===== src/loader_pkg.sv =====
/*
 * Download loader package
 * Types, download index codes, CRT file layout constants and the
 * page-zero BASIC pointer addresses shared by the loader blocks
 */
`default_nettype none

package loader_pkg;

	// ========================================
	// Basic types
	// ========================================
	localparam int unsigned ADDR_W = 25;

	typedef logic [ADDR_W-1:0] mem_addr_t;
	typedef logic [7:0]        byte_t;

	// Index codes sent by the host with each download
	localparam byte_t idx_prg = 8'd4;
	localparam byte_t idx_crt = 8'd5;

	// ========================================
	// CRT file layout
	// ========================================
	// Cartridge data area in memory
	localparam mem_addr_t CRT_BASE_ADDR = 25'h100000;

	// Cartridge header offsets
	// The ID high byte comes first
	localparam mem_addr_t CRT_ID_OFFSET    = 25'h16;
	localparam mem_addr_t CRT_EXROM_OFFSET = 25'h18;
	localparam mem_addr_t CRT_GAME_OFFSET  = 25'h19;

	// First CHIP packet follows the 64 byte file header
	localparam mem_addr_t CRT_CHIP_OFFSET = 25'h40;

	// Banks start on 8 KB boundaries
	localparam int unsigned BANK_ALIGN_BITS = 13;
	localparam int unsigned CHIP_HDR_BYTES  = 16;

	// CHIP packet header
	// Multi-byte fields are big endian
	typedef union packed {
		byte_t [0:15] bytes;
		struct packed {
			logic [31:0] signature;
			logic [31:0] pkt_len;
			logic [15:0] chip_type;
			logic [15:0] bank_num;
			logic [15:0] load_addr;
			logic [15:0] image_size;
		} fields;
	} chip_hdr_u;

	// ========================================
	// Page zero BASIC pointers
	// ========================================
	localparam logic [8:0] ZP_END = 9'h100;

	localparam byte_t ZP_TXTTAB_LO     = 8'h2B;
	localparam byte_t ZP_TXTTAB_HI     = 8'h2C;
	localparam byte_t ZP_VARTAB_LO     = 8'h2D;
	localparam byte_t ZP_VARTAB_HI     = 8'h2E;
	localparam byte_t ZP_ARYTAB_LO     = 8'h2F;
	localparam byte_t ZP_ARYTAB_HI     = 8'h30;
	localparam byte_t ZP_STREND_LO     = 8'h31;
	localparam byte_t ZP_STREND_HI     = 8'h32;
	localparam byte_t ZP_SAVE_START_LO = 8'hAC;
	localparam byte_t ZP_SAVE_START_HI = 8'hAD;
	localparam byte_t ZP_LOAD_END_LO   = 8'hAE;
	localparam byte_t ZP_LOAD_END_HI   = 8'hAF;

	// Start of BASIC program text after power on
	localparam logic [15:0] TXTTAB_VALUE = 16'h0801;

endpackage

`default_nettype wire


===== src/prg_parser.sv =====
/*
 * PRG parser
 * Takes the two byte load address from a PRG download, turns each
 * following byte into a memory write and tracks the end address
 */
`timescale 1ns/10ps
`default_nettype none

module prg_parser (
	input  wire                   clk_sys,
	input  wire                   reset_n,
	input  wire                   ioctl_download_i,
	input  loader_pkg::byte_t     ioctl_index_i,
	input  loader_pkg::mem_addr_t ioctl_addr_i,
	input  loader_pkg::byte_t     ioctl_data_i,
	input  wire                   ioctl_wr_i,
	output logic                  prg_wr_o,
	output loader_pkg::mem_addr_t prg_addr_o,
	output loader_pkg::byte_t     prg_data_o,
	output logic                  prg_done_o,
	output logic [15:0]           prg_end_o
);
	import loader_pkg::*;

	logic        is_prg;
	logic        prg_byte;
	logic        data_byte;
	logic        old_download;
	logic [15:0] load_addr;

	assign is_prg    = (ioctl_index_i == idx_prg);
	assign prg_byte  = ioctl_wr_i && is_prg;
	// Bytes 0 and 1 carry the load address
	assign data_byte = prg_byte && (ioctl_addr_i > mem_addr_t'(1));

	always_ff @(posedge clk_sys) begin
		if (!reset_n) begin
			old_download <= 1'b0;
			prg_wr_o     <= 1'b0;
			prg_done_o   <= 1'b0;
		end else begin
			old_download <= ioctl_download_i;
			prg_wr_o     <= data_byte;
			// End of file seen on the falling edge of the download
			prg_done_o   <= is_prg && old_download && !ioctl_download_i;
		end
	end

	always_ff @(posedge clk_sys) begin
		if (prg_byte && (ioctl_addr_i == '0)) begin
			load_addr[7:0] <= ioctl_data_i;
			prg_end_o[7:0] <= ioctl_data_i;
		end
		if (prg_byte && (ioctl_addr_i == mem_addr_t'(1))) begin
			load_addr[15:8] <= ioctl_data_i;
			prg_end_o[15:8] <= ioctl_data_i;
		end
		if (data_byte) begin
			prg_addr_o <= mem_addr_t'(load_addr);
			prg_data_o <= ioctl_data_i;
			load_addr  <= load_addr + 16'd1;
			prg_end_o  <= prg_end_o + 16'd1;
		end
	end

endmodule

`default_nettype wire


===== src/crt_parser.sv =====
/*
 * CRT parser
 * Reads the cartridge header of a CRT download, walks its CHIP packets,
 * places each bank on an 8 KB boundary above the cartridge base and
 * reports one bank descriptor per packet
 */
`timescale 1ns/10ps
`default_nettype none

module crt_parser (
	input  wire                   clk_sys,
	input  wire                   reset_n,
	input  wire                   ioctl_download_i,
	input  loader_pkg::byte_t     ioctl_index_i,
	input  loader_pkg::mem_addr_t ioctl_addr_i,
	input  loader_pkg::byte_t     ioctl_data_i,
	input  wire                   ioctl_wr_i,
	output logic                  crt_wr_o,
	output loader_pkg::mem_addr_t crt_addr_o,
	output loader_pkg::byte_t     crt_data_o,
	output logic [15:0]           cart_id_o,
	output loader_pkg::byte_t     cart_exrom_o,
	output loader_pkg::byte_t     cart_game_o,
	output logic                  cart_attached_o,
	output logic                  bank_wr_o,
	output logic [15:0]           bank_num_o,
	output logic [15:0]           bank_laddr_o,
	output logic [15:0]           bank_size_o,
	output loader_pkg::byte_t     bank_type_o,
	output loader_pkg::mem_addr_t bank_raddr_o
);
	import loader_pkg::*;

	localparam mem_addr_t ALIGN_MASK = mem_addr_t'((1 << BANK_ALIGN_BITS) - 1);

	logic        is_crt;
	logic        crt_byte;
	logic        file_start;
	logic        chip_area;
	logic        hdr_start;
	logic        hdr_byte;
	logic        hdr_last;
	logic        data_byte;
	logic        old_download;
	logic        in_hdr;
	logic [3:0]  hdr_cnt;
	logic [31:0] blk_len;
	mem_addr_t   load_addr;
	chip_hdr_u   hdr_q;

	assign is_crt     = (ioctl_index_i == idx_crt);
	assign crt_byte   = ioctl_wr_i && is_crt;
	assign file_start = crt_byte && (ioctl_addr_i == '0);
	assign chip_area  = crt_byte && (ioctl_addr_i >= CRT_CHIP_OFFSET);

	// A packet starts when the previous data block is used up
	assign hdr_start = chip_area && !in_hdr && (blk_len == '0);
	assign hdr_byte  = chip_area && in_hdr;
	assign hdr_last  = hdr_byte && (hdr_cnt == 4'(CHIP_HDR_BYTES - 1));
	assign data_byte = chip_area && !in_hdr && (blk_len != '0);

	// ========================================
	// Packet walk
	// ========================================
	always_ff @(posedge clk_sys) begin
		if (!reset_n) begin
			old_download    <= 1'b0;
			cart_attached_o <= 1'b0;
			crt_wr_o        <= 1'b0;
			bank_wr_o       <= 1'b0;
			in_hdr          <= 1'b0;
			hdr_cnt         <= '0;
			blk_len         <= '0;
		end else begin
			old_download <= ioctl_download_i;
			crt_wr_o     <= data_byte;
			bank_wr_o    <= hdr_last;

			// Detached while loading and attached once the file is complete
			if (is_crt && (old_download != ioctl_download_i))
				cart_attached_o <= old_download;

			if (file_start) begin
				in_hdr  <= 1'b0;
				hdr_cnt <= '0;
				blk_len <= '0;
			end else if (hdr_start) begin
				in_hdr  <= 1'b1;
				hdr_cnt <= 4'd1;
			end else if (hdr_byte) begin
				hdr_cnt <= hdr_cnt + 4'd1;
				if (hdr_last) begin
					in_hdr  <= 1'b0;
					// Packet length counts the header too
					blk_len <= hdr_q.fields.pkt_len - 32'(CHIP_HDR_BYTES);
				end
			end else if (data_byte) begin
				blk_len <= blk_len - 32'd1;
			end
		end
	end

	// ========================================
	// Header fields and data placement
	// ========================================
	always_ff @(posedge clk_sys) begin
		if (crt_byte && (ioctl_addr_i == CRT_ID_OFFSET))
			cart_id_o[15:8] <= ioctl_data_i;
		if (crt_byte && (ioctl_addr_i == CRT_ID_OFFSET + mem_addr_t'(1)))
			cart_id_o[7:0] <= ioctl_data_i;
		if (crt_byte && (ioctl_addr_i == CRT_EXROM_OFFSET))
			cart_exrom_o <= ioctl_data_i;
		if (crt_byte && (ioctl_addr_i == CRT_GAME_OFFSET))
			cart_game_o <= ioctl_data_i;

		if (file_start)
			load_addr <= CRT_BASE_ADDR;

		if (hdr_start) begin
			hdr_q.bytes[0] <= ioctl_data_i;
			// Round up to the next bank boundary
			if ((load_addr & ALIGN_MASK) != '0)
				load_addr <= (load_addr | ALIGN_MASK) + mem_addr_t'(1);
		end

		if (hdr_byte)
			hdr_q.bytes[hdr_cnt] <= ioctl_data_i;
		if (hdr_last)
			bank_raddr_o <= load_addr;

		if (data_byte) begin
			crt_addr_o <= load_addr;
			crt_data_o <= ioctl_data_i;
			load_addr  <= load_addr + mem_addr_t'(1);
		end
	end

	assign bank_num_o   = hdr_q.fields.bank_num;
	assign bank_laddr_o = hdr_q.fields.load_addr;
	assign bank_size_o  = hdr_q.fields.image_size;
	assign bank_type_o  = hdr_q.fields.chip_type[7:0];

endmodule

`default_nettype wire


===== src/basic_ptr_init.sv =====
/*
 * BASIC pointer init
 * After a PRG load, walks page zero and writes the pointer bytes
 * that a BASIC LOAD would have left behind
 */
`timescale 1ns/10ps
`default_nettype none

module basic_ptr_init (
	input  wire                   clk_sys,
	input  wire                   reset_n,
	input  wire                   prg_done_i,
	input  wire [15:0]            prg_end_i,
	input  wire                   port_busy_i,
	output logic                  zp_wr_o,
	output loader_pkg::mem_addr_t zp_addr_o,
	output loader_pkg::byte_t     zp_data_o,
	output logic                  zp_busy_o
);
	import loader_pkg::*;

	logic [8:0] zp_idx;
	logic       ptr_hit;
	byte_t      ptr_val;
	logic       walking;
	logic       issue;

	// Pointer map for the current page-zero address
	always_comb begin
		ptr_hit = 1'b1;
		ptr_val = 8'h00;
		case (zp_idx[7:0])
			ZP_TXTTAB_LO: ptr_val = TXTTAB_VALUE[7:0];
			ZP_TXTTAB_HI: ptr_val = TXTTAB_VALUE[15:8];
			ZP_SAVE_START_LO, ZP_SAVE_START_HI: ptr_val = 8'h00;
			ZP_VARTAB_LO, ZP_ARYTAB_LO, ZP_STREND_LO, ZP_LOAD_END_LO:
				ptr_val = prg_end_i[7:0];
			ZP_VARTAB_HI, ZP_ARYTAB_HI, ZP_STREND_HI, ZP_LOAD_END_HI:
				ptr_val = prg_end_i[15:8];
			default: ptr_hit = 1'b0;
		endcase
	end

	assign walking = zp_busy_o && !prg_done_i && (zp_idx != ZP_END);
	// Hold off one cycle after a strobe until the port reports busy
	assign issue   = walking && ptr_hit && !port_busy_i && !zp_wr_o;

	always_ff @(posedge clk_sys) begin
		if (!reset_n) begin
			zp_busy_o <= 1'b0;
			zp_wr_o   <= 1'b0;
			zp_idx    <= '0;
		end else begin
			zp_wr_o <= issue;
			if (prg_done_i) begin
				zp_busy_o <= 1'b1;
				zp_idx    <= '0;
			end else if (zp_busy_o && (zp_idx == ZP_END)) begin
				zp_busy_o <= 1'b0;
			end else if ((walking && !ptr_hit) || issue) begin
				zp_idx <= zp_idx + 9'd1;
			end
		end
	end

	always_ff @(posedge clk_sys) begin
		if (issue) begin
			zp_addr_o <= mem_addr_t'(zp_idx[7:0]);
			zp_data_o <= ptr_val;
		end
	end

endmodule

`default_nettype wire


===== src/mem_write_port.sv =====
/*
 * Memory write port
 * Merges the parser write strobes into one pending write, holds it
 * toward memory until acknowledged and drives the download wait
 */
`timescale 1ns/10ps
`default_nettype none

module mem_write_port (
	input  wire                   clk_sys,
	input  wire                   reset_n,
	input  wire                   prg_wr_i,
	input  loader_pkg::mem_addr_t prg_addr_i,
	input  loader_pkg::byte_t     prg_data_i,
	input  wire                   crt_wr_i,
	input  loader_pkg::mem_addr_t crt_addr_i,
	input  loader_pkg::byte_t     crt_data_i,
	input  wire                   zp_wr_i,
	input  loader_pkg::mem_addr_t zp_addr_i,
	input  loader_pkg::byte_t     zp_data_i,
	input  wire                   mem_ack_i,
	output logic                  mem_req_o,
	output loader_pkg::mem_addr_t mem_addr_o,
	output loader_pkg::byte_t     mem_data_o,
	output logic                  port_busy_o
);
	import loader_pkg::*;

	logic      sel_wr;
	mem_addr_t sel_addr;
	byte_t     sel_data;

	// Only one source fires in any cycle
	always_comb begin
		sel_wr   = prg_wr_i || crt_wr_i || zp_wr_i;
		sel_addr = zp_addr_i;
		sel_data = zp_data_i;
		if (prg_wr_i) begin
			sel_addr = prg_addr_i;
			sel_data = prg_data_i;
		end else if (crt_wr_i) begin
			sel_addr = crt_addr_i;
			sel_data = crt_data_i;
		end
	end

	// ========================================
	// Pending write slot
	// ========================================
	always_ff @(posedge clk_sys) begin
		if (!reset_n)
			mem_req_o <= 1'b0;
		else if (sel_wr)
			mem_req_o <= 1'b1;
		else if (mem_ack_i)
			mem_req_o <= 1'b0;
	end

	always_ff @(posedge clk_sys) begin
		if (sel_wr) begin
			mem_addr_o <= sel_addr;
			mem_data_o <= sel_data;
		end
	end

	// Busy for as long as a write is outstanding
	assign port_busy_o = mem_req_o;

endmodule

`default_nettype wire


===== src/loader_top.sv =====
/*
 * Download loader top
 * Connects the PRG and CRT parsers, the page-zero pointer init
 * and the memory write port
 */
`timescale 1ns/10ps
`default_nettype none

module loader_top (
	input  wire                   clk_sys,
	input  wire                   reset_n,
	input  wire                   ioctl_download_i,
	input  loader_pkg::byte_t     ioctl_index_i,
	input  loader_pkg::mem_addr_t ioctl_addr_i,
	input  loader_pkg::byte_t     ioctl_data_i,
	input  wire                   ioctl_wr_i,
	output logic                  ioctl_wait_o,
	output logic                  mem_req_o,
	output loader_pkg::mem_addr_t mem_addr_o,
	output loader_pkg::byte_t     mem_data_o,
	input  wire                   mem_ack_i,
	output logic [15:0]           cart_id_o,
	output loader_pkg::byte_t     cart_exrom_o,
	output loader_pkg::byte_t     cart_game_o,
	output logic                  cart_attached_o,
	output logic                  bank_wr_o,
	output logic [15:0]           bank_num_o,
	output logic [15:0]           bank_laddr_o,
	output logic [15:0]           bank_size_o,
	output loader_pkg::byte_t     bank_type_o,
	output loader_pkg::mem_addr_t bank_raddr_o,
	output logic                  zp_busy_o
);
	import loader_pkg::*;

	logic        prg_wr;
	mem_addr_t   prg_addr;
	byte_t       prg_data;
	logic        prg_done;
	logic [15:0] prg_end;
	logic        crt_wr;
	mem_addr_t   crt_addr;
	byte_t       crt_data;
	logic        zp_wr;
	mem_addr_t   zp_addr;
	byte_t       zp_data;
	logic        port_busy;

	prg_parser i_prg_parser (
		.clk_sys, .reset_n, .ioctl_download_i, .ioctl_index_i,
		.ioctl_addr_i, .ioctl_data_i, .ioctl_wr_i,
		.prg_wr_o(prg_wr), .prg_addr_o(prg_addr), .prg_data_o(prg_data),
		.prg_done_o(prg_done), .prg_end_o(prg_end)
	);

	crt_parser i_crt_parser (
		.clk_sys, .reset_n, .ioctl_download_i, .ioctl_index_i,
		.ioctl_addr_i, .ioctl_data_i, .ioctl_wr_i,
		.crt_wr_o(crt_wr), .crt_addr_o(crt_addr), .crt_data_o(crt_data),
		.cart_id_o, .cart_exrom_o, .cart_game_o, .cart_attached_o,
		.bank_wr_o, .bank_num_o, .bank_laddr_o, .bank_size_o,
		.bank_type_o, .bank_raddr_o
	);

	// Runs only after a PRG download has finished
	basic_ptr_init i_basic_ptr_init (
		.clk_sys, .reset_n, .prg_done_i(prg_done), .prg_end_i(prg_end),
		.port_busy_i(port_busy), .zp_wr_o(zp_wr), .zp_addr_o(zp_addr),
		.zp_data_o(zp_data), .zp_busy_o
	);

	mem_write_port i_mem_write_port (
		.clk_sys, .reset_n,
		.prg_wr_i(prg_wr), .prg_addr_i(prg_addr), .prg_data_i(prg_data),
		.crt_wr_i(crt_wr), .crt_addr_i(crt_addr), .crt_data_i(crt_data),
		.zp_wr_i(zp_wr), .zp_addr_i(zp_addr), .zp_data_i(zp_data),
		.mem_ack_i, .mem_req_o, .mem_addr_o, .mem_data_o,
		.port_busy_o(port_busy)
	);

	// Pending write stalls the host byte stream
	assign ioctl_wait_o = port_busy;

endmodule

`default_nettype wire


===== config.mk =====
export PLATFORM = sky130hd
export DESIGN_NAME = loader_top
export DESIGN_NICKNAME = d
export VERILOG_FILES = /design/src/loader_pkg.sv /design/src/prg_parser.sv /design/src/crt_parser.sv /design/src/basic_ptr_init.sv /design/src/mem_write_port.sv /design/src/loader_top.sv
export SDC_FILE = /design/constraint.sdc
export NUM_CORES = 1
export LEC_CHECK = 0
export BUFFER_PORTS_ARGS = -buffer_cell sky130_fd_sc_hd__buf_2
export CORE_AREA = 2 2 178 180
export DETAILED_ROUTE_END_ITERATION = 8
export DIE_AREA = 0 0 180 182
export GPL_TIMING_DRIVEN = 0
export HOLD_SLACK_MARGIN = 0.02
export PLACE_DENSITY_LB_ADDON = 0.08
export RECOVER_POWER = 25
export SKIP_LAST_GASP = 1
export SLEW_MARGIN = 0
export SYNTH_ARGS = -nofsm -noshare
export SYNTH_HDL_FRONTEND = slang
export SYNTH_SLANG_ARGS = --single-unit

===== constraint.sdc =====
create_clock -name clk_sys -period 5.1 [get_ports clk_sys]
set_input_delay 0.255 -clock clk_sys [delete_from_list [all_inputs] [get_ports clk_sys]]
set_output_delay 0.255 -clock clk_sys [all_outputs]
set_load 0.01 [all_outputs]

# Word level (Yosys, flattened, before mapping)
# Cells that the tools add are included.
# op_classes
addsub,8
mul,0
n_div,0
n_lt_le_gt_ge,4
eq_ne,24
n_shift,0
mux,31
bitwise_logic,5
reduce_logical,57
# op_table
op,n
bitwise mux 128 bit,1
2-to-1 mux 128 bit,1
"equality test 25 x 5 -> 1 bit, second input constant",4
2-to-1 mux 25 bit,4
2-to-1 mux 32 bit,3
"equality test 8 x 6 -> 1 bit, second input constant",8
2-to-1 mux 16 bit,4
"adder 25 x 1 -> 25 bit, second input constant",2
2-to-1 mux 8 bit,6
"adder 16 x 1 -> 16 bit, second input constant",2
demux 8 bit (select 4 bit),1
"equality test 8 bit, second input constant",4
logical NOT 32 bit,1
case mux 8 bit (4 select lines),1
nonzero test 32 bit,1
"subtractor 32 x 1 -> 32 bit, second input constant",1
"subtractor 32 x 5 -> 32 bit, second input constant",1
logical AND 1 bit,27
"equality test 25 x 1 -> 1 bit, second input constant",1
"greater-or-equal comparator 25 x 7 -> 1 bit, second input constant",1
"> comparator 25 x 1 -> 1 bit, second input constant",1
logical NOT 25 bit,1
nonzero test 25 bit,1
"equality test 8 x 3 -> 1 bit, second input constant",2
other kinds (21),50
# word_totals
register_bits,403
latch_bits,0
mem_bits_rw,0
romBits,0
in_bits,46
memories,0

# Longest topological paths before layout
# logic_depth
ltp_word,8
mapped_depth,10

# By module
# From an unflattened synthesis, not the netlist that was laid out.
# hier_totals
hier_cells,1382
area_unflattened_um2,16528.4
# by_module_without_submodules
mod,n_inst,cells_each,area_each_um2
crt_parser,1,887,10585.2
prg_parser,1,210,2696.3
mem_write_port,1,148,1725.4
basic_ptr_init,1,137,1521.5

# Least setup slack after synthesis
# OpenSTA, ideal clock, no wires.
# synth_path
kind,register -> register
start,register i_crt_parser.hdr_cnt[2]
end,register i_crt_parser.bank_raddr_o[0] (enable)
setup_time_ns,0.543
t_arrival_ns,5.053
t_required_ns,4.557
setup_slack_ns,-0.496
stages_incl_launch_ff,6
n_path_buf,2
synth_period_minus_slack_ns,5.596
cell_sequence,dfxtp_1 clkbuf_1 and2_0 buf_1 nand2_1 a2111oi_0
# synth_between
elab_chain_len,2
# synth_lines
item,line,source
"start, declared",crt_parser.sv:46,logic [3:0] hdr_cnt;
"start signal, assigned",crt_parser.sv:91,hdr_cnt <= hdr_cnt + 4'd1;
equality test 4 bit,crt_parser.sv:59,assign hdr_last = hdr_byte && (hdr_cnt == 4'(CHIP_HDR_BYTES - 1));
logical AND 1 bit,crt_parser.sv:59,
net i_crt_parser.hdr_last,crt_parser.sv:42,logic hdr_last;
"end signal, assigned",crt_parser.sv:129,bank_raddr_o <= load_addr;
"end, declared",crt_parser.sv:30,output loader_pkg::mem_addr_t bank_raddr_o
# The timed path passes the listed nets, and every way through them passes these cells.
# A chain may end at the register's enable or synchronous reset.

# Worst setup path after layout
# layout_path
start,register i_crt_parser.blk_len[25]
end,register i_crt_parser.blk_len[26]
# layout_between
elab_chain_len,4
elab_cells_between_ends,10
classes_between,add/sub: 1; mux: 2; bitwise: 1; reduce/logical: 6
# layout_lines
item,line,source
"start, declared",crt_parser.sv:47,logic [31:0] blk_len;
"start signal, assigned",crt_parser.sv:95,blk_len <= hdr_q.fields.pkt_len - 32'(CHIP_HDR_BYTES);
"start signal, assigned",crt_parser.sv:98,blk_len <= blk_len - 32'd1;
branches (longest 4 deep; another with subtractor 32 x 1 -> 32 bit),--,
# Parallel ways; which one is timed is not known. The select of a mux whose other input is x is not followed.

==> metrics.yaml <==
drive_gt1_share_pct: 22.9
synth_flop_cell: "edfxtp_1"
reg2reg_slack_ns: 1.60
use_met1_pct: 33.0
firstDrtPassIters: 5
syn2layout_area_growth_pct: 19.2
grt_pass1_wl_mm: 62.1
synth.distinct_cells: 73
ys_seq_area_share_pct: 64.0
clk_pin_slew_ns: 0.06
io_pins: 197
fin_util_pct: 60.7
post-route-min-period_ns: 3.50
status: "completed"
crit_path_max_fanout: 10
hold_class: "in -> reg"
via_count: 11300
grt_max_degree: 35
numCtsBuffers: 39
final_cell_mix: "283 x edfxtp_1, 194 x buf_2, 88 x nor2_1"
hold_violations: 0
port_buffers: 196
drc: 0
worst-r2r-cell-count: 8
wl_mm: 40.8
power.total_mw: 6.34
antenna_found_initial: 0
use_met3_pct: 5.60
grt_usage_pct: 24.5
peakVddDrop_v: 0.000304
fp.dieW_um: 180
die_h_um: 182
crit_type: "reg -> reg"
clock.fmax_mhz: 286
period_share_pct: 68.5
crit_arrival_ns: 3.95
holdPathStages: 3
clock_sinks: 363
rows: 65
ys_seq_elements: 363
worstMarginPinSlew_ns: 1.36
rsz0062_at_grt: "false"
maxSlewViolCount: 0
die-area_um2: 32800
relSlewSlack_pct: 8.82
postCtsSetupBuffers: 0
coreArea_um2: 31000
drt-initial-drc-count: 1168
finalSetupTns_ns: 0
syn-cell-area_um2: 15800
p_leak_nw: 6.83
setup_viol: 0
grt_overflow: 0
globalRoute.busiestLayer: "met2"
drt-wirelength-per-cell_um: 20.7
cts_tree: "yes"
dpl.hpwl_mm: 28.7
initial_core_util_pct: 50.9
async_flop_share_pct: 0
synth_edf_count: 283
nNetsFinal: 1593
htreeDepth: 2
syn_inst: 1285
syn_avg_cell_area_um2: 12.3
cp-start-kind: "flip-flop"
crit_required_ns: 5.56
yosys_warnings: 0
antenna_left: 0
pre_cts_slack_ns: 1.19
maxCapViolations: 0
viasPerCell: 5.74
crit_path_end_kind: "flip-flop"
cts_root_buf: "clkbuf_16"
placed_area_um2: 17400
place_congestion: 0.918
setup_slack_ns: 1.60
fin_area_um2: 18800
skew_ns: 0.0177
grt_pass1_vias: 10800
grt_use_met2_pct: 39.5
cts.path.max_buffers: 3
cts_resized: 0
power_density_nw_per_um2: 337
syn-num-nets: 1346
insertion_delay_ns: 0.53
final_common_cell: "edfxtp_1"
-- where the power goes --
part / total, mW / internal, mW / switching, mW
Sequential: 3.18 / 3.17 / 0.00432
Clock: 3.08 / 1.92 / 1.16
Combinational: 0.0860 / 0.0232 / 0.0628
-- what timing repair did --
action	CTS	global route
hold endpoints to repair	2	0
endpoints found under the setup margin	0	0
hold buffers	2	0
-- layer usage --
| metal | routed length, um | share of wire (%) |
|---|---|---|
| met1 | 17600 | 43 |
| met2 | 19000 | 47 |
| met3 | 3120 | 7.7 |
| met4 | 1030 | 2.5 |
| met5 | 0 | 0 |
-- worst paths after layout --
check,from,endpoint
max,i_crt_parser.blk_len[25],i_crt_parser.blk_len[26]
min,mem_ack_i,i_mem_write_port.mem_req_o
max reg2reg,i_crt_parser.blk_len[25],i_crt_parser.blk_len[26]
min reg2reg,i_basic_ptr_init.zp_idx[7],i_basic_ptr_init.zp_addr_o[7]
-- area by class of cell --
| type | count | area [um^2] |
|---|---|---|
| well taps | 402 | 503 |
| inverters | 22 | 82.6 |
| repair buffers | 206 | 1070 |
| flip-flops and latches | 363 | 10100 |
| clock inverters | 26 | 382 |
| fillers | 2504 | 12200 |
| plain buffers | 104 | 621 |
| diodes | 1 | 2.50 |
| multi-input cells | 796 | 5020 |
| clock buffers | 46 | 1030 |
-- through the flow --
step,instances,hold WS (ns)
final,1966,0.0533
after global routing,1965,0.0515
after CTS,1965,0.0357
after detailed placement,1891,0.411
after global placement,1883,0.413
after floorplan,1285,0.330
-- worst max-delay path, stage by stage (launching register included) --
cell      delay [ns]
dfxtp_1         0.37
or4_1           0.52
buf_2           0.17
nor4_1          0.73
nand4_1         0.26
clkbuf_1        0.32
a32oi_1         0.68
o21ai_0         0.22
a21oi_1         0.15
-- Yosys cell counts (7+ instances only) --
library cell,number,area (um^2)
or4_1,8,60.1
or2_2,7,43.8
o21ai_0,74,370
and3_1,24,150
or3_1,9,56.3
a22o_1,14,123
xor2_1,44,385
nor3_1,36,180
o211ai_1,19,143
a21boi_0,7,52.6
nor4_1,32,200
and4b_1,10,100
ha_1,15,188
nand3_1,52,260
and2_1,23,144
nor2_1,89,334
nand2_1,76,285
xnor2_1,20,175
dfxtp_1,80,1600
nand2b_1,7,43.8
a21oi_1,83,415
nand4_1,26,163
buf_4,59,443
mux2i_1,21,210
clkbuf_1,35,131
edfxtp_1,283,8500
inv_1,22,82.6
nor2b_1,8,50.1
nor3b_1,7,52.6
-- cell families after synthesis --
kind of cell / count (synthesis) / synth area share, %
flip-flops: 363 / 64.0
multiplexers: 27 / 1.76
XOR/XNOR: 64 / 3.55
buffers and inverters: 126 / 4.45
AO/OA/AOI/OAI: 253 / 10.2
adder cells (fa/ha/maj): 15 / 1.19
AND/OR/NAND/NOR: 437 / 14.8
Power figures use the tool's default switching activity.
